`config.mk`:
```
export PLATFORM = sky130hd
export DESIGN_NAME = xt_peripherals
export DESIGN_NICKNAME = d
export VERILOG_FILES = /design/src/rtl/xt_periph_pkg.sv /design/src/rtl/io_decoder.sv /design/src/rtl/ems_mapper.sv /design/src/rtl/port_readback.sv /design/src/rtl/xt_peripherals.sv
export SDC_FILE = /design/constraint.sdc
export NUM_CORES = 1
export LEC_CHECK = 0
export BUFFER_PORTS_ARGS = -buffer_cell sky130_fd_sc_hd__buf_2
export CAP_MARGIN = 40
export CORE_MARGIN = 1
export CORE_UTILIZATION = 38
export DETAILED_ROUTE_END_ITERATION = 12
export RECOVER_POWER = 25
export SYNTH_ARGS = -nofsm -noshare
export SYNTH_HDL_FRONTEND = slang
export SYNTH_HIERARCHICAL = 1
export SYNTH_SLANG_ARGS = --single-unit
export TNS_END_PERCENT = 1
```
`constraint.sdc`:
```
create_clock -name clock -period 2.42 [get_ports clock]
set_clock_uncertainty 0.15 [all_clocks]
set_input_delay 0.121 -clock clock [delete_from_list [all_inputs] [get_ports clock]]
set_output_delay 0.121 -clock clock [all_outputs]
set_load 0.05 [all_outputs]
```
`src/rtl/xt_periph_pkg.sv`:
```
/*
 * XT peripheral block shared definitions
 * Bus widths, legacy port map, ROM and EMS window prefixes, reset values
 * and the decoded view of a byte written to an EMS page register.
 */
package xt_periph_pkg;

    // Bus widths
    localparam int ADDR_W     = 20;
    localparam int DATA_W     = 8;
    localparam int IO_ADDR_W  = 16;
    localparam int EMS_PAGE_W = 7;

    // Four page registers, one per 16 KB slot of the frame
    localparam int EMS_BANKS  = 4;

    // I/O ports
    // EMS registers sit at 260h..263h, low two bits pick the bank
    localparam logic [IO_ADDR_W-1:0] EMS_PORT_BASE = 16'h0260;
    localparam logic [IO_ADDR_W-1:0] LPT_DATA_PORT = 16'h0378;

    // DMA, PIC, PIT, PPI and DMA page, each a 32-port block below 100h
    localparam int LEGACY_CS_N = 5;

    // Memory windows by top address bits
    // BIOS at F0000..FFFFF
    localparam logic [3:0] BIOS_PREFIX  = 4'hF;
    // XT-IDE option ROM at EC000..EFFFF
    localparam logic [5:0] XTIDE_PREFIX = 6'b111011;

    // Selectable EMS frames at A000h, C000h and D000h
    localparam logic [3:0] EMS_FRAME_A = 4'hA;
    localparam logic [3:0] EMS_FRAME_C = 4'hC;
    localparam logic [3:0] EMS_FRAME_D = 4'hD;

    // EMS register codes
    // Writing FFh unmaps the bank
    localparam logic [DATA_W-1:0] EMS_DISABLE_CODE  = 8'hFF;
    localparam logic [DATA_W-1:0] EMS_UNMAPPED_READ = 8'hFF;

    // Parallel port data after reset
    localparam logic [DATA_W-1:0] LPT_RESET_VALUE = 8'hFF;

    // Page command view of a written byte
    typedef struct packed {
        logic                  reject;
        logic [EMS_PAGE_W-1:0] page;
    } ems_page_cmd_t;

    // One EMS write byte, seen whole or as a page command
    typedef union packed {
        logic [DATA_W-1:0] raw;
        ems_page_cmd_t     page_cmd;
    } ems_write_u;

endpackage

```
`src/rtl/io_decoder.sv`:
```
/*
 * XT address decoder
 * Turns I/O and memory cycles into the legacy chip selects, the ROM window
 * selects and the EMS and parallel port matches.
 */
`timescale 1ns/1ps

module io_decoder
    import xt_periph_pkg::*;
(
    input  logic [ADDR_W-1:0]      address_i,
    input  logic                   address_enable_n_i,
    input  logic                   io_read_n_i,
    input  logic                   io_write_n_i,
    input  logic                   ems_enabled_i,
    output logic [LEGACY_CS_N-1:0] legacy_cs_n_o,
    output logic                   bios_select_n_o,
    output logic                   xtide_select_n_o,
    output logic                   ems_port_sel_o,
    output logic                   lpt_sel_o,
    output logic                   mem_cycle_o
);

    logic [IO_ADDR_W-1:0] io_address;
    logic                 io_cycle;
    logic                 legacy_range;

    // I/O space is the low 16 address bits
    assign io_address = address_i[IO_ADDR_W-1:0];

    // Either strobe low marks an I/O cycle
    assign io_cycle = ~io_read_n_i | ~io_write_n_i;

    // Memory cycle when the CPU owns the bus and no I/O strobe is active
    assign mem_cycle_o = ~address_enable_n_i & io_read_n_i & io_write_n_i;

    // Motherboard chips live below 100h
    assign legacy_range = io_cycle & ~address_enable_n_i
                        & (io_address[IO_ADDR_W-1:8] == '0);

    // One select per 32-port block, bits 7..5 pick the block
    always_comb begin
        for (int i = 0; i < LEGACY_CS_N; i++) begin
            legacy_cs_n_o[i] = ~(legacy_range && (io_address[7:5] == 3'(i)));
        end
    end

    // ROM windows
    assign bios_select_n_o  = ~(mem_cycle_o && (address_i[19:16] == BIOS_PREFIX));
    assign xtide_select_n_o = ~(mem_cycle_o && (address_i[19:14] == XTIDE_PREFIX));

    // EMS register block 260h..263h, only when EMS is switched on
    assign ems_port_sel_o = io_cycle & ~address_enable_n_i & ems_enabled_i
                          & (io_address[IO_ADDR_W-1:2] == EMS_PORT_BASE[IO_ADDR_W-1:2]);

    // Parallel port data register, exact match
    assign lpt_sel_o = io_cycle & (io_address == LPT_DATA_PORT);

endmodule

```
`src/rtl/ems_mapper.sv`:
```
/*
 * EMS page mapper
 * Four page registers written through I/O ports, translation of memory
 * cycles in the chosen 64 KB frame into bank and page, register readback.
 */
`timescale 1ns/1ps

module ems_mapper
    import xt_periph_pkg::*;
(
    input  logic                  clock,
    input  logic                  reset,
    input  logic [ADDR_W-1:0]     address_i,
    input  logic [DATA_W-1:0]     data_i,
    input  logic                  io_write_n_i,
    input  logic                  ems_port_sel_i,
    input  logic                  mem_cycle_i,
    input  logic [1:0]            ems_frame_sel_i,
    output logic [DATA_W-1:0]     ems_read_data_o,
    output logic                  ems_hit_o,
    output logic [1:0]            ems_bank_o,
    output logic [EMS_PAGE_W-1:0] ems_page_o
);

    logic [EMS_PAGE_W-1:0] page_q   [EMS_BANKS];
    logic                  enable_q [EMS_BANKS];

    ems_write_u            write_byte;
    logic [1:0]            port_bank;
    logic [1:0]            frame_bank;
    logic [3:0]            frame_prefix;
    logic                  in_frame;

    assign write_byte = data_i;

    // Register selected by port address
    assign port_bank = address_i[1:0];

    // Page register updates
    // FFh unmaps, 00h..7Fh maps that page, 80h..FEh are ignored
    always_ff @(posedge clock or posedge reset) begin
        if (reset) begin
            for (int i = 0; i < EMS_BANKS; i++) begin
                page_q[i]   <= '0;
                enable_q[i] <= 1'b0;
            end
        end else if (ems_port_sel_i && !io_write_n_i) begin
            if (write_byte.raw == EMS_DISABLE_CODE) begin
                enable_q[port_bank] <= 1'b0;
                page_q[port_bank]   <= '1;
            end else if (!write_byte.page_cmd.reject) begin
                enable_q[port_bank] <= 1'b1;
                page_q[port_bank]   <= write_byte.page_cmd.page;
            end
        end
    end

    // Readback, unmapped banks float high like an empty bus
    always_comb begin
        if (enable_q[port_bank]) begin
            ems_read_data_o = {1'b0, page_q[port_bank]};
        end else begin
            ems_read_data_o = EMS_UNMAPPED_READ;
        end
    end

    // Frame base from the configuration switch
    always_comb begin
        case (ems_frame_sel_i)
            2'd0:    frame_prefix = EMS_FRAME_A;
            2'd1:    frame_prefix = EMS_FRAME_C;
            default: frame_prefix = EMS_FRAME_D;
        endcase
    end

    // Each 16 KB slot of the frame maps to one bank
    assign frame_bank = address_i[15:14];
    assign in_frame   = mem_cycle_i && (address_i[19:16] == frame_prefix);

    // Translation
    always_comb begin
        ems_hit_o  = 1'b0;
        ems_bank_o = 2'd0;
        ems_page_o = '0;
        if (in_frame && enable_q[frame_bank]) begin
            ems_hit_o  = 1'b1;
            ems_bank_o = frame_bank;
            ems_page_o = page_q[frame_bank];
        end
    end

endmodule

```
`src/rtl/port_readback.sv`:
```
/*
 * Parallel port latch and chipset read mux
 * Holds the byte written to the LPT data port and drives the chipset
 * read bus during I/O reads, EMS registers first, then the LPT latch.
 */
`timescale 1ns/1ps

module port_readback
    import xt_periph_pkg::*;
(
    input  logic              clock,
    input  logic              reset,
    input  logic [DATA_W-1:0] data_i,
    input  logic              io_read_n_i,
    input  logic              io_write_n_i,
    input  logic              ems_port_sel_i,
    input  logic              lpt_sel_i,
    input  logic [DATA_W-1:0] ems_read_data_i,
    output logic [DATA_W-1:0] data_bus_out_o,
    output logic              data_bus_out_from_chipset_o
);

    logic [DATA_W-1:0] lpt_data_q;
    logic              io_read;

    assign io_read = ~io_read_n_i;

    // LPT data latch
    // Rewritten on every edge of a held write strobe
    always_ff @(posedge clock or posedge reset) begin
        if (reset) begin
            lpt_data_q <= LPT_RESET_VALUE;
        end else if (lpt_sel_i && !io_write_n_i) begin
            lpt_data_q <= data_i;
        end
    end

    // Read data priority
    always_comb begin
        if (io_read && ems_port_sel_i) begin
            data_bus_out_from_chipset_o = 1'b1;
            data_bus_out_o              = ems_read_data_i;
        end else if (io_read && lpt_sel_i) begin
            data_bus_out_from_chipset_o = 1'b1;
            data_bus_out_o              = lpt_data_q;
        end else begin
            // Nobody drives, keep the bus quiet
            data_bus_out_from_chipset_o = 1'b0;
            data_bus_out_o              = '0;
        end
    end

endmodule

```
`src/rtl/xt_peripherals.sv`:
```
/*
 * XT peripheral block, decode and chipset registers
 * Connects the address decoder, the EMS mapper and the read data mux.
 */
`timescale 1ns/1ps

module xt_peripherals
    import xt_periph_pkg::*;
(
    input  logic                   clock,
    input  logic                   reset,
    // Bus
    input  logic [ADDR_W-1:0]      address_i,
    input  logic [DATA_W-1:0]      data_i,
    input  logic                   address_enable_n_i,
    input  logic                   io_read_n_i,
    input  logic                   io_write_n_i,
    // EMS configuration
    input  logic                   ems_enabled_i,
    input  logic [1:0]             ems_frame_sel_i,
    // Selects
    output logic [LEGACY_CS_N-1:0] legacy_cs_n_o,
    output logic                   bios_select_n_o,
    output logic                   xtide_select_n_o,
    // EMS translation
    output logic                   ems_hit_o,
    output logic [1:0]             ems_bank_o,
    output logic [EMS_PAGE_W-1:0]  ems_page_o,
    // Read data
    output logic [DATA_W-1:0]      data_bus_out_o,
    output logic                   data_bus_out_from_chipset_o
);

    logic              ems_port_sel;
    logic              lpt_sel;
    logic              mem_cycle;
    logic [DATA_W-1:0] ems_read_data;

    io_decoder u_io_decoder (
        .address_i          (address_i),
        .address_enable_n_i (address_enable_n_i),
        .io_read_n_i        (io_read_n_i),
        .io_write_n_i       (io_write_n_i),
        .ems_enabled_i      (ems_enabled_i),
        .legacy_cs_n_o      (legacy_cs_n_o),
        .bios_select_n_o    (bios_select_n_o),
        .xtide_select_n_o   (xtide_select_n_o),
        .ems_port_sel_o     (ems_port_sel),
        .lpt_sel_o          (lpt_sel),
        .mem_cycle_o        (mem_cycle)
    );

    ems_mapper u_ems_mapper (
        .clock           (clock),
        .reset           (reset),
        .address_i       (address_i),
        .data_i          (data_i),
        .io_write_n_i    (io_write_n_i),
        .ems_port_sel_i  (ems_port_sel),
        .mem_cycle_i     (mem_cycle),
        .ems_frame_sel_i (ems_frame_sel_i),
        .ems_read_data_o (ems_read_data),
        .ems_hit_o       (ems_hit_o),
        .ems_bank_o      (ems_bank_o),
        .ems_page_o      (ems_page_o)
    );

    port_readback u_port_readback (
        .clock                       (clock),
        .reset                       (reset),
        .data_i                      (data_i),
        .io_read_n_i                 (io_read_n_i),
        .io_write_n_i                (io_write_n_i),
        .ems_port_sel_i              (ems_port_sel),
        .lpt_sel_i                   (lpt_sel),
        .ems_read_data_i             (ems_read_data),
        .data_bus_out_o              (data_bus_out_o),
        .data_bus_out_from_chipset_o (data_bus_out_from_chipset_o)
    );

endmodule

```
# == After elaboration in Yosys (flattened, before gate mapping) ==
# Cells that the tools add are included.
# op_classes
div,0
order_cmp,3
shifts,0
muxes,30
eq_ne,12
addsub,0
bitwise,24
n_mul,0
reduce_logical,19
# op_table
cell,count
$mux 28,2
$mux 7,6
$bmux 7 s2,2
$bwmux 28,1
$or 28x28->28,1
$mux 8,3
$eq 16x10->1 const B,1
$demux 7 s2,1
$eq 14x8->1 const B,1
$logic_and 1x1->1,14
$not 1->1,10
$eq 8x8->1 const B,1
$logic_not 8->1,1
$mux 1,8
$mux 4,2
$and 1x1->1,7
$eq 3x2->1 const B,2
$eq 6x6->1 const B,1
$ge 3x3->1 const B,2
$not 2->3,2
$pmux 3 s2,1
$and 4x4->4,1
$bmux 1 s2,2
$eq 4x4->1,1
other kinds (15),15
# word_totals
out_inout_bits,26
ramBits,0
latchBits,0
n_memories,0
in_bits,36
rom_bits,0
ff_bits,40

# == Logic depth before layout (Yosys ltp) ==
# depth
word_depth,8
depth_mapped,8
depth_no_buf,7

# == Hierarchy ==
# The synthesis kept the hierarchy.
# modules_own_cells
module,area_each_um2,seq_area_each_um2,cells_per_inst,instances
ems_mapper,1879.3,800.8,141,1
port_readback,494.2,210.2,38,1
io_decoder,173.9,0.0,29,1

# == Worst setup path before layout ==
# No wires, ideal clock.
# synth_timing
kind,input -> register
from,input port address_i[10]
to,register u_ems_mapper/page_q[0] in the netlist's numbering
path_slack_ns,0.100
arrival_time_ns,2.048
stages,8
cell_sequence,nor4_4 nand2_1 nor3_1 and2b_1 nand3_2 or2_0 clkbuf_1 o22a_1
# synth_via
elab_chain_cells,4
# synth_rtl
item,line,source
from (decl),xt_peripherals.sv:13,"input logic [ADDR_W-1:0] address_i,"
$eq 14x8->1,io_decoder.sv:54,& (io_address[IO_ADDR_W-1:2] == EMS_PORT_BASE[IO_ADDR_W-1:2]);
$and 1x1->1,io_decoder.sv:54,
via ems_port_sel,xt_peripherals.sv:34,logic ems_port_sel;
$logic_and 1x1->1,ems_mapper.sv:47,end else if (ems_port_sel_i && !io_write_n_i) begin
$reduce_and 2->1 (no line),-,
"to (signal, indexed assignment)",ems_mapper.sv:53,page_q[port_bank] <= write_byte.page_cmd.page;
to (decl),ems_mapper.sv:25,logic [EMS_PAGE_W-1:0] page_q [EMS_BANKS];
# The timed path passes the listed nets, and every way through them passes these cells.
# A chain may end at the register's enable or synchronous reset.

==> results.rst <==
.. list-table::
   :header-rows: 1

   * - Metric
     - Value
   * - Pin count of the biggest net entering global routing
     - 33
   * - Clock tree from TritonCTS
     - yes
   * - Post-cts gate resize count
     - 0
   * - Maximum root-to-sink buffer count
     - 2
   * - Part of the Yosys area used for sequential elements
     - 0.397
   * - Yosys top cell area share
     - 0.314
   * - Max-cap violations
     - 0
   * - Core Footprint
     - 0.00642 sq mm
   * - Category of the worst setup path launch point
     - flop
   * - Main combinational cell family by area after synthesis
     - multiplexers
   * - Height of the die
     - 83.9 microns
   * - Count of endpoints failing hold in the final timing report
     - 0
   * - Post-Place Cells
     - 344
   * - Final sum of negative setup slack
     - 0 ns
   * - Status
     - complete, but fails checks
   * - Clock input transition at the sequential cells of the worst setup and hold paths
     - 0.08 ns
   * - Count of endpoints failing setup in the final report
     - 0
   * - Root buffer cell
     - clkbuf_8
   * - Htree depth
     - 2
   * - Number of iterations in the first detailed-routing pass
     - 8
   * - Synthesized-area fraction occupied by ao, oa, aoi and oai cells
     - 0.187
   * - Total clock sinks
     - 40
   * - Final std cell area, no fill
     - 0.00307 sq mm
   * - Starting density of the core
     - 0.397
   * - Number of slew-limit violations in the final report
     - 0
   * - Layout cells sized above 1
     - 0.446
   * - Worst Path Arrival
     - 1.86 ns
   * - Hold crit path type
     - in -> reg
   * - # DRC
     - 10
   * - Total number of vias
     - 2,027
   * - Cell type contributing the most total cell area after synthesis
     - dfrtp_1
   * - Failing checks
     - design-rule violations
   * - Type of the setup path with the least slack
     - reg -> out
   * - Length in cells of the worst reg-to-reg path
     - 1
   * - Number of global-route vias before repair
     - 1,941
   * - Synthesized instance count
     - 208
   * - Number of synthesized flops with an enable pin
     - 0
   * - Highest metal layer with signal wires
     - met4
   * - Number of distinct library cell variants in the gate-level netlist after synthesis
     - 47
   * - Cell types with the highest counts after synthesis
     - dfrtp_1, o22a_1, mux4_2
   * - Worst slew margin
     - 0.403
   * - Fmax
     - 468 MHz
   * - Remaining antenna violation count after routing
     - 0
   * - Tot GR Track Use
     - 0.185
   * - Capture point of the worst reg-to-reg path
     - u_ems_mapper/page_q[25]$_DFFE_PP0P_
   * - Share of flip-flops with an asynchronous set or reset after synthesis
     - 1.00
   * - Post-synthesis instance area
     - 0.00255 sq mm
   * - Wire length on met2
     - 3020 microns
   * - Arithmetic-cell share of the synthesized area counting full adders, half adders and majority gates
     - 0
   * - Post-Syn Nets
     - 244
   * - Die Width
     - 83.9 microns
   * - Cells taking the most area after synthesis
     - dfrtp_1, mux4_2, dfstp_2
   * - Maximum fanout along the worst path
     - 8
   * - Flip-flop and latch count after synthesis
     - 40
   * - Final-layout worst hold slack
     - 0.0227 ns
   * - Most used standard cell by instance count after synthesis
     - dfrtp_1
   * - Final weighted congestion in routability-driven placement
     - 0.784
   * - Leading register cell type out of synthesis
     - dfrtp_1
   * - Post-route core utilization
     - 0.479
   * - Number of buffers added by the clock tree synthesis step
     - 5
   * - Destination of the critical timing path
     - data_bus_out_o[6]
   * - Slew at the pin closest to its max-slew limit
     - 0.891 ns
   * - Critical R2R Launch
     - u_ems_mapper/page_q[25]$_DFFE_PP0P_
   * - Sort of element at the end of the critical path
     - output pin
   * - Post-detailed-placement half-perimeter wirelength
     - 4850 microns
   * - Buffers on Ports
     - 61
   * - Final critical path time including I/O delays and setup
     - 2.14 ns
   * - Post-Synth XOR/XNOR Area
     - 0
   * - Setup repair after global routing missed its margin
     - no
   * - Die Footprint
     - 0.00704 sq mm
   * - Final cell count without fillers
     - 355
   * - Number of inserted filler cells in the final layout
     - 584
   * - Final #Nets
     - 313
   * - Initial detailed-routing violation count
     - 132
   * - Fraction of the cycle the final worst path needs
     - 0.882
   * - Count of warnings emitted by yosys
     - 6
   * - Leakage power total
     - 1.32 nW
   * - Io pins
     - 62
   * - Average footprint of a synthesized cell
     - 12.2 sq um
   * - Clock latency on the worst-skew pair
     - 0.28 ns
   * - Post-synthesis share of cell area spent on and, or, nand and nor gates
     - 0.188
   * - Power density over the cells
     - 451 mW/mm^2
   * - Placed cell areas
     - 0.00293 sq mm
   * - Portion of netlist area occupied by mux cells
     - 0.189
   * - Required @ worst endpoint
     - 2.15 ns
   * - Worst-case vdd ir drop
     - 0.210 mV
   * - Number of rows in the core area
     - 29
   * - Global-route wire length before repair
     - 10,100 microns
   * - Total wirelength of the detailed-routed design
     - 6310 microns
   * - Total grt overflow
     - 0
   * - Detailed-route wire length on metal 1
     - 2900 microns
   * - Setup slack, reg-to-reg
     - 1.51 ns
   * - Number of antenna diodes
     - 0
   * - Wire per inst
     - 17.8 microns
   * - Via density per instance
     - 5.71
   * - Synth-to-Final Area Change
     - 20.7%
   * - Initial antenna violation count
     - 0
   * - Met3 wire length
     - 292 microns
[what timing repair did]
action | CTS | global route
hold buffers | 3 | 0
endpoints found under the hold margin | 44 | 0
endpoints found under the setup margin | 0 | 0
setup buffers | 0 | 0
[worst min-delay path by stage]
stage,from,to,slack (ns),cells after the start
3_5_place_dp,reset,u_ems_mapper/page_q[26]$_DFFE_PP0P_,0.09,3
5_1_grt,data_i[2],u_ems_mapper/page_q[23]$_DFFE_PP0P_,0.02,2
6_report,data_i[2],u_ems_mapper/page_q[23]$_DFFE_PP0P_,0.02,2
2_1_floorplan,reset,u_port_readback/lpt_data_q[0]$_DFFE_PP1P_,0.01,1
4_1_cts,data_i[2],u_ems_mapper/page_q[23]$_DFFE_PP0P_,0.01,2
3_3_place_gp,reset,u_ems_mapper/page_q[26]$_DFFE_PP0P_,0.09,3
[per-stage QoR]
step | setup WS [ns] | power (W)
after floorplan | 0.100 | 0.000747
after global placement | 0.180 | 0.000818
after detailed placement | 0.145 | 0.000819
after CTS | 0.279 | 0.00140
after global routing | 0.170 | 0.00145
final | 0.285 | 0.00139
[placed cells by master (no fill, tap or decap), types with 3 or more instances in the layout]
cell type	synthesis	layout
buf_2	1	60
dfrtp_1	32	32
o22a_1	22	22
mux4_2	16	16
nor2_1	14	14
nand2b_1	11	11
inv_1	9	9
nor3b_1	8	8
nor3_1	8	8
mux2_4	8	8
dfstp_2	8	8
nand2_1	7	7
clkbuf_8	0	6
nand3b_1	6	6
buf_4	3	5
nand4_1	5	5
a32o_1	5	5
a21oi_1	4	4
dlygate4sd3_1	0	3
a21oi_4	3	3
o22a_2	3	3
nand3_1	3	3
[final cells by class]
cell class	count	area, sq um	share of cell area
multi-input cells	151	1440	0.467
flip-flops and latches	40	1010	0.329
repair buffers	70	377	0.123
well taps	77	96.3	0.0313
clock buffers	6	82.6	0.0269
clock inverters	2	38.8	0.0126
inverters	9	33.8	0.0110
[power by group]
part / switching (W) / internal, W
registers: 0.0000000544 / 0.000669
clock network: 0.000242 / 0.000337
logic: 0.0000867 / 0.0000520
total: 0.000329 / 0.00106
[registers in the layout, indices dropped and copies added (netlist names), named ones only]
signal                      cells
u_port_readback/lpt_data_q      8
u_ems_mapper/page_q            28
[critical path, stage by stage, from the launching register on]
cell      delay (ns)
dfrtp_1         0.42
mux4_2          0.58
nand2b_1        0.12
nand2_1         0.05
a21oi_1         0.13
buf_2           0.28
[kinds of logic (layout without fill, tap and decap cells)]
| group | count (synthesis) | count (layout) |
|---|---|---|
| and+or+nand+nor | 77 | 77 |
| DFF | 40 | 40 |
| buffers and inverters | 17 | 87 |
| muxes | 24 | 24 |
| AOI/OAI and AO/OA | 50 | 50 |
[layer usage]
layer / track usage / vias up
met3: 0.0326 / 6
met4: 0.0455 / 0
met5: 0 / -
met2: 0.297 / 56
met1: 0.260 / 1010
li1: - / 955
Power figures use the tool's default switching activity.
